===== config.mk =====
export PLATFORM = sky130hd
export DESIGN_NAME = flip_eval_top
export DESIGN_NICKNAME = d
export VERILOG_FILES = /design/src/design/flow_pkg.sv /design/src/design/sat_pkg.sv /design/src/design/clause_stream_if.sv /design/src/design/flip_eval_top.sv /design/src/design/result_sender.sv /design/src/design/heuristic_selector.sv /design/src/design/temporal_buffer.sv /design/src/design/break_counter.sv /design/src/design/clause_evaluator.sv
export SDC_FILE = /design/constraint.sdc
export NUM_CORES = 1
export LEC_CHECK = 0
export ABC_AREA = 1
export BUFFER_PORTS_ARGS = -buffer_cell sky130_fd_sc_hd__buf_2
export CORE_MARGIN = 5
export CORE_UTILIZATION = 38
export CTS_CLUSTER_DIAMETER = 40
export DETAILED_ROUTE_END_ITERATION = 16
export GPL_TIMING_DRIVEN = 0
export PLACE_DENSITY = 0.56
export SYNTH_ARGS = -nofsm -noshare
export SYNTH_HDL_FRONTEND = slang
export SYNTH_SLANG_ARGS = --single-unit

===== constraint.sdc =====
create_clock -name clk -period 6.6 [get_ports clk]
set_input_delay 1.32 -clock clk [delete_from_list [all_inputs] [get_ports clk]]
set_output_delay 1.32 -clock clk [all_outputs]
set_load 0.02 [all_outputs]

===== src/design/flow_pkg.sv =====
package flow_pkg;

    localparam int IN_CREDITS   = 2;                        // input queue depth
    localparam int OUT_CREDITS  = 2;                        // downstream grants at reset
    localparam int IN_PTR_WIDTH = $clog2(IN_CREDITS);       // queue pointer bits
    localparam int CREDIT_WIDTH = $clog2(OUT_CREDITS + 1);  // holds 0..OUT_CREDITS

    typedef logic [CREDIT_WIDTH-1:0] credit_t;

    // result send FSM
    typedef enum logic [1:0] {
        IDLE,         // holding register empty
        WAIT_CREDIT,  // result held, no downstream credit yet
        SEND          // out_valid_o high this cycle
    } send_state_t;

endpackage


===== src/design/sat_pkg.sv =====
package sat_pkg;

    localparam int NSAT                  = 3;             // literals per clause, flips per round
    localparam int LITERAL_ADDRESS_WIDTH = 11;            // variable address bits
    localparam int FLIP_IDX_WIDTH        = $clog2(NSAT);  // 2 bits cover flips 0..2
    localparam int TRUE_COUNT_WIDTH      = 2;             // 0..3 true literals
    localparam int BREAK_COUNT_WIDTH     = 8;

    // literal layout is {variable address, polarity}
    typedef logic [LITERAL_ADDRESS_WIDTH:0]   literal_t;
    typedef logic [FLIP_IDX_WIDTH-1:0]        flip_idx_t;     // which candidate flip
    typedef logic [TRUE_COUNT_WIDTH-1:0]      true_count_t;   // true literals in a clause
    typedef logic [BREAK_COUNT_WIDTH-1:0]     break_count_t;  // breaks caused by one flip

    localparam break_count_t BREAK_MAX        = '1;  // counters stick at 255
    localparam true_count_t  BREAK_TRUE_COUNT = 1;   // flipped literal is the only support

endpackage

===== src/design/clause_stream_if.sv =====
`timescale 1ns/1ps

interface clause_stream_if;

    logic                                  valid;        // one evaluated beat this cycle
    logic                                  last;         // beat closes the round
    sat_pkg::flip_idx_t                    flip;         // candidate flip of the beat
    logic                                  broken;       // clause true count was one
    sat_pkg::literal_t                     flipped_lit;  // literal the flip makes false
    sat_pkg::literal_t [sat_pkg::NSAT-2:0] other_lit;    // remaining clause literals

    // evaluator side
    modport src (
        output valid, last, flip, broken, flipped_lit, other_lit
    );

    // counter and buffer side, always ready
    modport sink (
        input valid, last, flip, broken, flipped_lit, other_lit
    );

endinterface


===== src/design/flip_eval_top.sv =====
`timescale 1ns/1ps

module flip_eval_top (
    input  logic                                  clk,
    input  logic                                  reset,
    // upstream beats
    input  logic                                  in_valid_i,
    input  sat_pkg::flip_idx_t                    in_flip_i,
    input  sat_pkg::literal_t                     in_flipped_lit_i,
    input  sat_pkg::literal_t [sat_pkg::NSAT-2:0] in_other_lit_i,
    input  sat_pkg::true_count_t                  in_true_count_i,
    input  logic                                  in_last_i,
    output logic                                  in_credit_o,
    // downstream result
    output logic                                  out_valid_o,
    output sat_pkg::flip_idx_t                    out_flip_o,
    output sat_pkg::break_count_t                 out_break_count_o,
    output sat_pkg::literal_t [sat_pkg::NSAT-1:0] out_clause_o,  // flipped literal first
    input  logic                                  out_credit_i
);

    sat_pkg::break_count_t [sat_pkg::NSAT-1:0] counts;      // counter to selector
    sat_pkg::flip_idx_t                        sel_flip;
    sat_pkg::break_count_t                     sel_count;
    sat_pkg::literal_t [sat_pkg::NSAT-1:0]     sel_clause;  // buffer row of the chosen flip
    logic                                      round_done;
    logic                                      hold_full;   // back pressure into the queue

    clause_stream_if stream ();

    assign round_done = stream.valid && stream.last;

    clause_evaluator u_evaluator (
        .clk              (clk),
        .reset            (reset),
        .in_valid_i       (in_valid_i),
        .in_flip_i        (in_flip_i),
        .in_flipped_lit_i (in_flipped_lit_i),
        .in_other_lit_i   (in_other_lit_i),
        .in_true_count_i  (in_true_count_i),
        .in_last_i        (in_last_i),
        .hold_full_i      (hold_full),
        .in_credit_o      (in_credit_o),
        .stream           (stream)
    );

    break_counter u_counter (
        .clk      (clk),
        .reset    (reset),
        .stream   (stream),
        .counts_o (counts)
    );

    temporal_buffer u_buffer (
        .clk        (clk),
        .reset      (reset),
        .stream     (stream),
        .sel_flip_i (sel_flip),
        .clause_o   (sel_clause)
    );

    heuristic_selector u_selector (
        .counts_i    (counts),
        .sel_flip_o  (sel_flip),
        .sel_count_o (sel_count)
    );

    result_sender u_sender (
        .clk               (clk),
        .reset             (reset),
        .round_done_i      (round_done),
        .sel_flip_i        (sel_flip),
        .sel_count_i       (sel_count),
        .clause_i          (sel_clause),
        .out_credit_i      (out_credit_i),
        .hold_full_o       (hold_full),
        .out_valid_o       (out_valid_o),
        .out_flip_o        (out_flip_o),
        .out_break_count_o (out_break_count_o),
        .out_clause_o      (out_clause_o)
    );

endmodule


===== src/design/result_sender.sv =====
`timescale 1ns/1ps

module result_sender (
    input  logic                                  clk,
    input  logic                                  reset,
    input  logic                                  round_done_i,      // last beat on the stream
    input  sat_pkg::flip_idx_t                    sel_flip_i,
    input  sat_pkg::break_count_t                 sel_count_i,
    input  sat_pkg::literal_t [sat_pkg::NSAT-1:0] clause_i,
    input  logic                                  out_credit_i,      // one credit back per pulse
    output logic                                  hold_full_o,       // stalls the next round end
    output logic                                  out_valid_o,
    output sat_pkg::flip_idx_t                    out_flip_o,
    output sat_pkg::break_count_t                 out_break_count_o,
    output sat_pkg::literal_t [sat_pkg::NSAT-1:0] out_clause_o
);

    flow_pkg::send_state_t state;
    flow_pkg::credit_t     out_credit_cnt;  // downstream slots still free
    logic                  capture;
    logic                  send;

    assign capture     = round_done_i && (state == flow_pkg::IDLE);
    assign send        = (state == flow_pkg::SEND);
    assign out_valid_o = send;
    // a round_done already on the stream claims the slot too
    assign hold_full_o = (state != flow_pkg::IDLE) || round_done_i;

    // one entry holding register, drives the outputs directly
    always_ff @(posedge clk) begin
        if (capture) begin
            out_flip_o        <= sel_flip_i;
            out_break_count_o <= sel_count_i;
            out_clause_o      <= clause_i;
        end
    end

    always_ff @(posedge clk) begin
        if (reset) begin
            state <= flow_pkg::IDLE;
        end else begin
            case (state)
                flow_pkg::IDLE: begin
                    if (round_done_i) begin
                        state <= flow_pkg::WAIT_CREDIT;
                    end
                end
                flow_pkg::WAIT_CREDIT: begin
                    if (out_credit_cnt != '0) begin  // leaves at once when a credit is free
                        state <= flow_pkg::SEND;
                    end
                end
                flow_pkg::SEND: state <= flow_pkg::IDLE;  // single cycle valid
                default:        state <= flow_pkg::IDLE;
            endcase
        end
    end

    // send and return may land on the same edge and cancel
    always_ff @(posedge clk) begin
        if (reset) begin
            out_credit_cnt <= flow_pkg::credit_t'(flow_pkg::OUT_CREDITS);
        end else if (send && !out_credit_i) begin
            out_credit_cnt <= out_credit_cnt - 1'b1;
        end else if (!send && out_credit_i) begin
            out_credit_cnt <= out_credit_cnt + 1'b1;
        end
    end

endmodule


===== src/design/heuristic_selector.sv =====
`timescale 1ns/1ps

module heuristic_selector (
    input  sat_pkg::break_count_t [sat_pkg::NSAT-1:0] counts_i,
    output sat_pkg::flip_idx_t                        sel_flip_o,   // flip with fewest breaks
    output sat_pkg::break_count_t                     sel_count_o   // its break count
);

    // linear scan, three entries so depth is small
    always_comb begin
        sel_flip_o  = '0;           // flip 0 wins unless beaten
        sel_count_o = counts_i[0];
        for (int i = 1; i < sat_pkg::NSAT; i++) begin
            if (counts_i[i] < sel_count_o) begin  // strict, lower index keeps a tie
                sel_flip_o  = sat_pkg::flip_idx_t'(i);
                sel_count_o = counts_i[i];
            end
        end
    end

endmodule


===== src/design/temporal_buffer.sv =====
`timescale 1ns/1ps

module temporal_buffer (
    input  logic                                   clk,
    input  logic                                   reset,
    clause_stream_if.sink                          stream,
    input  sat_pkg::flip_idx_t                     sel_flip_i,  // row picked by the selector
    output sat_pkg::literal_t [sat_pkg::NSAT-1:0]  clause_o     // [0] is the flipped literal
);

    sat_pkg::literal_t [sat_pkg::NSAT-1:0] rows [sat_pkg::NSAT];  // one row per flip
    sat_pkg::literal_t [sat_pkg::NSAT-1:0] beat_clause;           // clause of the current beat
    logic                                  write_en;
    logic                                  round_end;

    assign write_en  = stream.valid && stream.broken && (stream.flip < sat_pkg::NSAT);
    assign round_end = stream.valid && stream.last;

    always_comb begin
        beat_clause[0] = stream.flipped_lit;
        for (int i = 1; i < sat_pkg::NSAT; i++) begin
            beat_clause[i] = stream.other_lit[i-1];  // others follow in stream order
        end
    end

    always_ff @(posedge clk) begin
        if (reset || round_end) begin
            for (int r = 0; r < sat_pkg::NSAT; r++) begin
                rows[r] <= '0;  // empty row reads as all zero
            end
        end else if (write_en) begin
            rows[stream.flip] <= beat_clause;  // newest break replaces the older one
        end
    end

    // read port, same cycle write forwarded
    always_comb begin
        clause_o = rows[sel_flip_i];
        if (write_en && (stream.flip == sel_flip_i)) begin
            clause_o = beat_clause;
        end
    end

endmodule


===== src/design/break_counter.sv =====
`timescale 1ns/1ps

module break_counter (
    input  logic                                      clk,
    input  logic                                      reset,
    clause_stream_if.sink                             stream,
    output sat_pkg::break_count_t [sat_pkg::NSAT-1:0] counts_o  // includes this cycle's break
);

    sat_pkg::break_count_t [sat_pkg::NSAT-1:0] counts;  // per flip, registered
    logic                                      flip_ok;
    logic                                      hit;
    logic                                      round_end;
    logic                                      at_max;

    assign flip_ok   = (stream.flip < sat_pkg::NSAT);     // index 3 names no flip
    assign hit       = stream.valid && stream.broken && flip_ok;
    assign round_end = stream.valid && stream.last;
    assign at_max    = (counts[stream.flip] == sat_pkg::BREAK_MAX);

    always_ff @(posedge clk) begin
        if (reset) begin
            counts <= '0;
        end else if (round_end) begin
            counts <= '0;  // next round starts clean
        end else if (hit && !at_max) begin
            counts[stream.flip] <= counts[stream.flip] + 1'b1;
        end
    end

    // bypass so the selector sees the last beat of the round
    always_comb begin
        counts_o = counts;
        if (hit && !at_max) begin
            counts_o[stream.flip] = counts[stream.flip] + 1'b1;
        end
    end

endmodule


===== src/design/clause_evaluator.sv =====
`timescale 1ns/1ps

module clause_evaluator (
    input  logic                                  clk,
    input  logic                                  reset,
    input  logic                                  in_valid_i,        // only sent against a credit
    input  sat_pkg::flip_idx_t                    in_flip_i,
    input  sat_pkg::literal_t                     in_flipped_lit_i,
    input  sat_pkg::literal_t [sat_pkg::NSAT-2:0] in_other_lit_i,
    input  sat_pkg::true_count_t                  in_true_count_i,
    input  logic                                  in_last_i,
    input  logic                                  hold_full_i,       // result slot busy
    output logic                                  in_credit_o,       // one pulse per popped beat
    clause_stream_if.src                          stream
);

    // two entry beat queue, sized by the credits handed upstream
    sat_pkg::flip_idx_t                    q_flip    [flow_pkg::IN_CREDITS];
    sat_pkg::literal_t                     q_flipped [flow_pkg::IN_CREDITS];
    sat_pkg::literal_t [sat_pkg::NSAT-2:0] q_other   [flow_pkg::IN_CREDITS];
    sat_pkg::true_count_t                  q_true    [flow_pkg::IN_CREDITS];
    logic                                  q_last    [flow_pkg::IN_CREDITS];

    logic [flow_pkg::IN_PTR_WIDTH-1:0] wr_ptr;
    logic [flow_pkg::IN_PTR_WIDTH-1:0] rd_ptr;
    flow_pkg::credit_t                 q_count;  // beats waiting
    logic                              q_empty;
    logic                              stall;
    logic                              pop;

    assign q_empty = (q_count == '0);
    assign stall   = q_last[rd_ptr] && hold_full_i;  // round end waits for a free result slot
    assign pop     = !q_empty && !stall;             // one beat per cycle otherwise

    always_ff @(posedge clk) begin
        if (in_valid_i) begin  // upstream never overruns, credit guarantees a slot
            q_flip[wr_ptr]    <= in_flip_i;
            q_flipped[wr_ptr] <= in_flipped_lit_i;
            q_other[wr_ptr]   <= in_other_lit_i;
            q_true[wr_ptr]    <= in_true_count_i;
            q_last[wr_ptr]    <= in_last_i;
        end
    end

    always_ff @(posedge clk) begin
        if (reset) begin
            wr_ptr  <= '0;
            rd_ptr  <= '0;
            q_count <= '0;
        end else begin
            if (in_valid_i) begin
                wr_ptr <= wr_ptr + 1'b1;  // wraps at depth 2
            end
            if (pop) begin
                rd_ptr <= rd_ptr + 1'b1;
            end
            case ({in_valid_i, pop})
                2'b10:   q_count <= q_count + 1'b1;
                2'b01:   q_count <= q_count - 1'b1;
                default: q_count <= q_count;  // push and pop together, or nothing
            endcase
        end
    end

    // evaluation register, control part
    always_ff @(posedge clk) begin
        if (reset) begin
            stream.valid <= 1'b0;
            stream.last  <= 1'b0;
            in_credit_o  <= 1'b0;
        end else begin
            stream.valid <= pop;
            stream.last  <= pop && q_last[rd_ptr];
            in_credit_o  <= pop;  // slot freed, hand the credit back
        end
    end

    // evaluation register, payload and break decision
    always_ff @(posedge clk) begin
        if (pop) begin
            stream.flip        <= q_flip[rd_ptr];
            stream.broken      <= (q_true[rd_ptr] == sat_pkg::BREAK_TRUE_COUNT);
            stream.flipped_lit <= q_flipped[rd_ptr];
            stream.other_lit   <= q_other[rd_ptr];
        end
    end

endmodule


# After elaboration in Yosys (flattened, before gate mapping)
# Memory sizes are Yosys's and may differ from the RTL's. A register that Yosys moved wholly into a read port is not among the register bits.
# Cells that the tools add are included.
[totals]
regBits = 81
mem_bits_rw = 190
input_bits = 45
out_inout_bits = 48
mem_count = 6
[mem_list]
columns = ["memory", "words", "width", "rd", "rd_ports_with_merged_regs", "wr", "line_no", "rtl"]
rows = [
  ["u_buffer.rows", 3, 36, 1, 0, 3, "temporal_buffer.sv:11", "sat_pkg::literal_t [sat_pkg::NSAT-1:0] rows [sat_pkg::NSAT];"],
  ["u_evaluator.q_other", 2, 24, 1, 1, 1, "clause_evaluator.sv:20", "sat_pkg::literal_t [sat_pkg::NSAT-2:0] q_other [flow_pkg::IN_CREDITS];"],
  ["u_evaluator.q_flipped", 2, 12, 1, 1, 1, "clause_evaluator.sv:19", "sat_pkg::literal_t q_flipped [flow_pkg::IN_CREDITS];"],
  ["u_evaluator.q_flip", 2, 2, 1, 1, 1, "clause_evaluator.sv:18", "sat_pkg::flip_idx_t q_flip [flow_pkg::IN_CREDITS];"],
  ["u_evaluator.q_true", 2, 2, 1, 1, 1, "clause_evaluator.sv:21", "sat_pkg::true_count_t q_true [flow_pkg::IN_CREDITS];"],
  ["u_evaluator.q_last", 2, 1, 1, 1, 1, "clause_evaluator.sv:22", "logic q_last [flow_pkg::IN_CREDITS];"],
]
[op_classes]
addsub = 7
n_lt_le_gt_ge = 5
eq_ne = 9
muxes = 31
n_reduce_logical = 28
[op_table]
columns = ["cell", "count"]
rows = [
  ["$mux 36", 2],
  ["$reduce_or 36->1", 1],
  ["$mux 8", 4],
  ["$bwmux 24", 1],
  ["$mux 24", 1],
  ["$bmux 8 s2", 1],
  ["$demux 8 s2", 1],
  ["$lt 8x8->1", 2],
  ["$mux 1", 13],
  ["$logic_and 1x1->1", 12],
  ["$mux 2", 6],
  ["$add 8x1->8 const B", 1],
  ["$eq 8x8->1 const B", 1],
  ["$pmux 2 s2", 2],
  ["$reduce_bool 2->1", 4],
  ["$eq 2x1->1 const B", 3],
  ["$logic_not 1->1", 5],
  ["$add 2x1->2 const B", 2],
  ["$eq 2x2->1 const B", 2],
  ["$logic_not 2->1", 2],
  ["$sub 2x1->2 const B", 2],
  ["$lt 2x3->1 const B", 1],
  ["$add 1x1->1 const B", 2],
  ["$eq 2x2->1", 1],
  ["other kinds (7)", 8],
]

# Depth between registers and ports, before layout
# Gate-level depths: netlist of the first run.
[logic_depth]
word_depth = 13
ltp_mapped = 39

# By module
# From an unflattened synthesis of the first run, not the netlist that was laid out.
[hier_totals]
hier_cells = 1515
area_unflattened_um2 = 15521.1
[by_module_without_submodules]
columns = ["module", "n_inst", "cells_per_inst", "area_per_inst_um2", "seq_area_each_um2"]
rows = [
  ["temporal_buffer", 1, 859, 7335.8, 4324.1],
  ["clause_evaluator", 1, 208, 4423.0, 3773.6],
  ["result_sender", 1, 77, 1591.5, 1461.4],
  ["break_counter", 1, 255, 1537.7, 480.5],
  ["heuristic_selector", 1, 114, 625.6, 0.0],
  ["flip_eval_top", 1, 2, 7.5, 0.0],
]

# Worst setup path before layout of the first run
# No wires, ideal clock.
[synth_path]
kind = "register to register"
start = "register u_evaluator.stream.flip[0] (read register of u_evaluator.q_flip)"
end = "register u_sender.out_clause_o[15] in the netlist's numbering (data pin)"
setup_time_ns = 0.252
arrival_time_ns = 4.519
t_required_ns = 6.348
slack_ns = 1.829
stages_incl_launch_ff = 32
path_buffers = 4
path_cell_list = "edfxtp_1 buf_6 inv_2 nor2_1 inv_1 o211ai_1 ha_1 nand2_1 nor2_4 nand2_2 nand2_1 inv_1 clkbuf_1 o21ai_0 inv_1 ha_1 nand2_1 o21a_1 nand2_2 clkbuf_1 o21ai_0 ha_1 a21oi_1 o21a_1 nand2_4 nand2_1 nand2_1 nor2_4 nand2_4 buf_6 nand2_1 nand2_1"
[synth_lines]
columns = ["element", "line_no", "rtl"]
rows = [
  ["start, declared", "clause_stream_if.sv:14", "output valid, last, flip, broken, flipped_lit, other_lit"],
  ["end signal, assigned", "result_sender.sv:34", "out_clause_o <= clause_i;"],
  ["end, declared", "result_sender.sv:15", "output sat_pkg::literal_t [sat_pkg::NSAT-1:0] out_clause_o"],
]

==> flow_summary_export.csv, run 1 <==
group,metric,value,unit
outcome,status,"finished clean",
drt,wl_per_cell,16.1,µm
grt,grt_pass1_vias,8705,
worst_setup_path,crit_path_top_delay_cell,"edfxtp_1",
synth,ys_top_cells_by_count,"nand2_1, edfxtp_1, nor2_1, inv_1, nand3_1",
cts,clock_latency,0.55,ns
worst_setup_path,cpMostUsedCell,"nand2_1",
synth,synth_area,13000,µm²
sta,worst_pin_slew,0.887,ns
sta,relSlewSlack,0.407,
grt,grt_max_degree,42,
drt,drc,0,
floorplan,dieArea,38000,µm²
floorplan,rows,67,
final_layout,areaGrowthSynthToFinish,22.1,%
sta,period_share,0.917,
synth,synthTopCellsByArea,"edfxtp_1, nand2_1, dfxtp_1, nor2_1, nand3_1",
drt,detail_route.iter0.violations,539,
synth,ys_warn_count,0,
placement,gp_congestion,0.818,
final_layout,diodes,0,
cts,clock_sinks,310,
grt,grt_remaining_overflow,0,
floorplan,design.core.area,33600,µm²
sta,timing.final.crit_period,6.06,ns
worst_setup_path,slowest_delay,0.53,ns
cts,clk_pin_slew,0.05,ns
final_layout,nets,1418,
synth,syn-num-nets,1268,
worst_hold_path,holdPathStages,1,
worst_setup_path,rr_startpoint,"u_evaluator.stream.flip[0]$_DFFE_PP_",
sta,fin_skew,0.0295,ns
sta,finalHoldViolations,0,
sta,setup_viol,0,
sta,tns,0,ns
worst_setup_path,arrival,6.32,ns
synth,async_flop_share,0,
drt,via_per_inst,4.71,
cts,ctsHtreeMaxLevel,2,
synth,synth.avg_cell_area,10.8,µm²
worst_setup_path,r2r_end,"u_sender.out_clause_o[23]$_DFFE_PP_",
synth,synth_ff_type,"edfxtp_1",
floorplan,start_util,0.387,
synth,synth_edf_count,275,
drt,drt-pass1-iter-count,5,
cts,postCtsHoldBufs,0,
worst_setup_path,critical_path_class,"reg2reg",
worst_hold_path,hold_start,"u_evaluator.q_count[1]$_SDFFE_PP0P_",
placement,port_buffers,91,
synth,synth_cell_types,30,
worst_hold_path,holdPathEnd,"u_evaluator.q_count[1]$_SDFFE_PP0P_",
placement,dp_hpwl,20200,µm
grt,grt_pass1_wl,47400,µm
synth,yosysMostFrequentCell,"nand2_1",
cts,root_buffer,"clkbuf_16",
synth,synthCells,1206,
worst_setup_path,worstSetupStartpointType,"flip-flop",
final_layout,drive_gt1_frac,0.165,
drt,routed_wl,29600,µm
cts,cts_tree,"done",
sta,report.final.slew_viol_count,0,
worst_setup_path,rrSetupSlack,0.54,ns
sta,rsz0062_at_grt,"no",
cts,cts_buffers,46,
floorplan,chipWidth,195,µm
cts,ctsLongestPathBuffers,3,
floorplan,pin_count,93,
synth,ys_ff_latch,310,
drt,dr_total_vias,8663,
worst_setup_path,path_max_fanout,10,
floorplan,fp.dieH,195,µm
sta,fmax,165,MHz
synth,yosys.area.top_type_share,0.635,
worst_hold_path,hold_path.class,"reg2reg",
drt,antenna_left,0,
flow_run,cap_viol_max_count,0,
worst_setup_path,crit_required,6.87,ns
grt,grtUsageTotal,0.156,
synth,seq_area_frac_synth,0.689,
grt,antenna_found_initial,0,
worst_setup_path,endpoint_kind,"flip-flop",
worst_setup_path,reg2regPathDepth,31,
synth,yosys.area.top_type,"edfxtp_1",
[final cells by class]
type,instances,area (µm²)
Multi-Input combinational cell,746,3440
Fill cell,3064,17700
Sequential cell,310,8960
Timing Repair Buffer,102,636
Buffer,51,253
Inverter,99,372
Clock inverter,30,420
Clock buffer,54,1230
Tap cell,448,561
[state kept, by name (all words and copies together) (netlist names), 2 cells and up, named ones only]
| register | count |
|---|---|
| u_buffer.rows | 108 |
| u_evaluator.q_other | 48 |
| u_sender.out_clause_o | 36 |
| u_counter.counts | 24 |
| u_evaluator.q_flipped | 24 |
| u_evaluator.stream.other_lit | 24 |
| u_evaluator.stream.flipped_lit | 12 |
| u_sender.out_break_count_o | 8 |
| u_evaluator.q_flip | 4 |
| u_evaluator.q_true | 4 |
| u_evaluator.q_count | 2 |
| u_evaluator.q_last | 2 |
| u_evaluator.stream.flip | 2 |
| u_sender.out_credit_cnt | 2 |
| u_sender.out_flip_o | 2 |
| u_sender.state | 2 |
[critical path, delay by kind of cell (launching register included)]
family / cells / cell delay, ns
buf+inv: 8 / 1.32
compound gates: 7 / 1.50
simple gates: 13 / 1.54
fa+ha+maj: 3 / 0.85
flops: 1 / 0.53
[placed cells by master, fill, tap and decap left out, types with 5 or more instances in the layout]
cell type | Yosys | final
clkinv_2 | 0 | 5
ha_1 | 17 | 17
nand2_1 | 331 | 328
o21a_1 | 28 | 28
o21ai_0 | 61 | 56
inv_1 | 98 | 95
buf_4 | 3 | 8
bufinv_16 | 0 | 9
nand3_1 | 86 | 86
clkbuf_1 | 31 | 32
nor2_1 | 173 | 172
or2_2 | 5 | 5
clkinv_1 | 0 | 6
o21ai_1 | 1 | 5
edfxtp_1 | 275 | 275
buf_2 | 13 | 104
nand2_2 | 6 | 9
clkbuf_16 | 0 | 47
a21oi_1 | 12 | 12
dfxtp_1 | 35 | 35
[kinds of logic after synthesis]
kind of cell | share of synthesized area
xor+xnor | 0.00472
simple gates | 0.195
buf+inv | 0.0477
compound gates | 0.0473
flops | 0.689
fa+ha+maj | 0.0164
[per-stage QoR]
step,worst slack [ns],utilization,hold WS (ns),std cells,cell area (µm²)
after floorplan,1.83,-,0.417,1206,13000
after CTS,0.237,0.471,0.444,1835,15800
after global routing,0.000154,0.472,0.502,1840,15900
after global placement,0.239,0.417,0.432,1745,14000
final,0.545,0.472,0.449,1840,15900
after detailed placement,0.306,0.422,0.440,1751,14200
[worst max path at each step]
| stage | slack [ns] | from | depth (start not counted) | to |
|---|---|---|---|---|
| finish | 0.54 | u_evaluator.stream.flip[0]$_DFFE_PP_ | 31 | u_sender.out_clause_o[23]$_DFFE_PP_ |
| detailed placement | 0.31 | u_evaluator.stream.flip[0]$_DFFE_PP_ | 31 | u_sender.out_clause_o[17]$_DFFE_PP_ |
| global placement | 0.24 | u_evaluator.stream.flip[0]$_DFFE_PP_ | 31 | u_sender.out_clause_o[23]$_DFFE_PP_ |
| CTS | 0.24 | u_evaluator.stream.flip[0]$_DFFE_PP_ | 31 | u_sender.out_clause_o[23]$_DFFE_PP_ |
| floorplan | 1.83 | u_evaluator.stream.flip[0]$_DFFE_PP_ | 31 | u_sender.out_clause_o[15]$_DFFE_PP_ |
| global route | 0.0002 | u_evaluator.stream.flip[0]$_DFFE_PP_ | 34 | u_sender.out_clause_o[23]$_DFFE_PP_ |
[routing by layer]
metal | vias up | global-route usage | wire length, µm
met5 | - | 0 | 0
met1 | 4055 | 0.211 | 13400
li1 | 4332 | - | -
met2 | 228 | 0.254 | 14100
met3 | 48 | 0.0286 | 1500
met4 | 0 | 0.0525 | 699
[timing repair]
item	in CTS	in global routing
resized for setup	0	12
setup endpoints to repair	0	44
buffers inserted	0	5
Power of run 1 is left out: the tool's default activity adds up to more than one toggle a clock period on the data nets, which glitch-free logic cannot reach.
==> inputs of run 2 (changes only) <==
--- a/config.mk
+++ b/config.mk
@@ -12,7 +12,6 @@
 export CTS_CLUSTER_DIAMETER = 40
 export DETAILED_ROUTE_END_ITERATION = 16
 export GPL_TIMING_DRIVEN = 0
-export PLACE_DENSITY = 0.56
 export SYNTH_ARGS = -nofsm -noshare
 export SYNTH_HDL_FRONTEND = slang
 export SYNTH_SLANG_ARGS = --single-unit
==> run 2 against run 1 <==
Against the previous run: die area did not move; sequential share of layout area grew 0.30 points; maximum frequency decreased by 0.70%; global-route usage fell by 0.25 points.
==> flow_summary_export.csv, run 2 (synthesized netlist as in run 1, its figures left out) <==
group,metric,value,unit
sta,report.final.slew_viol_count,0,
final_layout,fillers,3056,
final_layout,final_common_cell,"nand2_1",
grt,grt_pass1_vias,8558,
final_layout,largest_reg_flops,108,
cts,ctsHtreeMaxLevel,2,
worst_setup_path,crit_path_top_delay_cell,"edfxtp_1",
drt,dr_wl_met2,14000,µm
worst_setup_path,r2r_end,"u_sender.out_clause_o[22]$_DFFE_PP_",
worst_setup_path,reg2regPathDepth,32,
floorplan,dieArea,38000,µm²
worst_setup_path,worstSetupStartpointType,"flip-flop",
cts,cts_buffers,45,
placement,dp_hpwl,19900,µm
outcome,status,"finished clean",
final_layout,regMostFlops,"u_buffer.rows",
worst_setup_path,cpMostUsedCell,"nand2_1",
sta,finalHoldViolations,0,
floorplan,design.core.area,33600,µm²
final_layout,nets,1415,
flow_run,cap_viol_max_count,0,
cts,ctsLongestPathBuffers,3,
floorplan,pin_count,93,
floorplan,chipWidth,195,µm
final_layout,diodes,0,
drt,routed_wl,29400,µm
grt,grtUsageTotal,0.153,
worst_setup_path,arrival,6.36,ns
sta,tns,0,ns
floorplan,rows,67,
drt,detail_route.iter0.violations,532,
worst_setup_path,rrSetupSlack,0.50,ns
worst_setup_path,crit_required,6.86,ns
drt,dr.max_layer_used,"met4",
drt,drc,0,
cts,cts_tree,"done",
worst_hold_path,hold_path.class,"reg2reg",
worst_hold_path,hold_start,"u_evaluator.q_count[1]$_SDFFE_PP0P_",
worst_setup_path,rr_startpoint,"u_evaluator.stream.flip[0]$_DFFE_PP_",
grt,antenna_found_initial,0,
worst_setup_path,endpoint_kind,"flip-flop",
grt,grt_pass1_wl,46800,µm
drt,via_per_inst,4.72,
sta,period_share,0.924,
drt,wl_per_cell,16.0,µm
drt,drt-pass1-iter-count,8,
worst_hold_path,holdPathEnd,"u_evaluator.q_count[1]$_SDFFE_PP0P_",
drt,dr_wl_met3,1600,µm
cts,clock_latency,0.54,ns
worst_setup_path,slowest_delay,0.52,ns
drt,antenna_left,0,
sta,fin_skew,0.0251,ns
worst_hold_path,holdPathStages,1,
cts,clk_pin_slew,0.06,ns
placement,gp_congestion,0.818,
worst_setup_path,path_max_fanout,10,
sta,fmax,164,MHz
cts,clock_sinks,310,
worst_setup_path,critical_path_class,"reg2reg",
drt,wl_met1,13100,µm
floorplan,start_util,0.387,
final_layout,areaGrowthSynthToFinish,21.5,%
grt,grt_max_degree,42,
placement,dpl_cell_area,14200,µm²
drt,dr_total_vias,8672,
sta,timing.final.crit_period,6.10,ns
sta,setup_viol,0,
sta,whs,0.445,ns
final_layout,final_util,0.470,
placement,port_buffers,91,
sta,relSlewSlack,0.443,
final_layout,drive_gt1_frac,0.164,
floorplan,fp.dieH,195,µm
final_layout,final_cell_mix,"nand2_1, edfxtp_1, nor2_1",
final_layout,finalInstanceArea,15800,µm²
final_layout,top_regs,"u_buffer.rows: 108 flops, u_evaluator.q_other: 48 flops, u_sender.out_clause_o: 36 flops",
grt,grt_remaining_overflow,0,
cts,root_buffer,"clkbuf_16",
sta,worst_pin_slew,0.834,ns
==> run 2: changes by cell type in the layout (fill, tap and decap cells not counted), moves of 2 or more <==
cell,previous run,this run
buf_12,3,5
buf_16,3,1
buf_4,8,6
clkbuf_16,47,45
clkbuf_8,3,0
clkinv_1,6,4
clkinv_2,5,3
clkinv_4,0,3
inv_6,2,8
o21ai_0,56,54
o21ai_1,5,8
==> run 2: critical path, delay by kind of cell (launching register included) <==
kind	cells	cell delay (ns)
simple gates	16	1.91
buf+inv	8	1.37
compound gates	5	1.13
fa+ha+maj	3	0.86
flops	1	0.52
==> run 2: what timing repair did <==
item                       in CTS  in global routing
gates resized for setup         0                 13
setup buffers                   0                  3
hold endpoints to repair        0                  0
hold buffers                    0                  0
setup endpoints to repair       0                 44
==> run 2: per-layer routing <==
metal,track usage,vias to the layer above
met5,0,-
met1,0.210,4048
met4,0.0432,0
met3,0.0303,56
li1,-,4333
met2,0.250,235
==> run 2: area by class of cell <==
class                   instances  area [µm²]  area share
plain buffers                  51         253      0.0160
clock buffers                  50        1140      0.0725
clock inverters                34         459      0.0291
inverters                      99         372      0.0235
multi-input cells             746        3430       0.217
flip-flops and latches        310        8960       0.567
well taps                     448         561      0.0355
repair buffers                100         606      0.0384
==> run 2: worst max path at each step <==
stage                                              start                                  end  slack [ns]  cells after the start
global route        u_evaluator.stream.flip[0]$_DFFE_PP_  u_sender.out_clause_o[23]$_DFFE_PP_       -0.01                     32
global placement    u_evaluator.stream.flip[0]$_DFFE_PP_  u_sender.out_clause_o[22]$_DFFE_PP_        0.31                     31
detailed placement  u_evaluator.stream.flip[0]$_DFFE_PP_  u_sender.out_clause_o[22]$_DFFE_PP_        0.32                     31
finish              u_evaluator.stream.flip[0]$_DFFE_PP_  u_sender.out_clause_o[22]$_DFFE_PP_        0.50                     32
floorplan           u_evaluator.stream.flip[0]$_DFFE_PP_  u_sender.out_clause_o[15]$_DFFE_PP_        1.83                     31
CTS                 u_evaluator.stream.flip[0]$_DFFE_PP_  u_sender.out_clause_o[22]$_DFFE_PP_        0.27                     31
==> run 2: stage by stage <==
| step | std cells | setup slack (ns) |
|---|---|---|
| after global placement | 1745 | 0.309 |
| after detailed placement | 1751 | 0.317 |
| after floorplan | 1206 | 1.83 |
| after CTS | 1835 | 0.266 |
| after global routing | 1838 | -0.0129 |
| final | 1838 | 0.502 |
Power of run 2 is left out for the same reason.
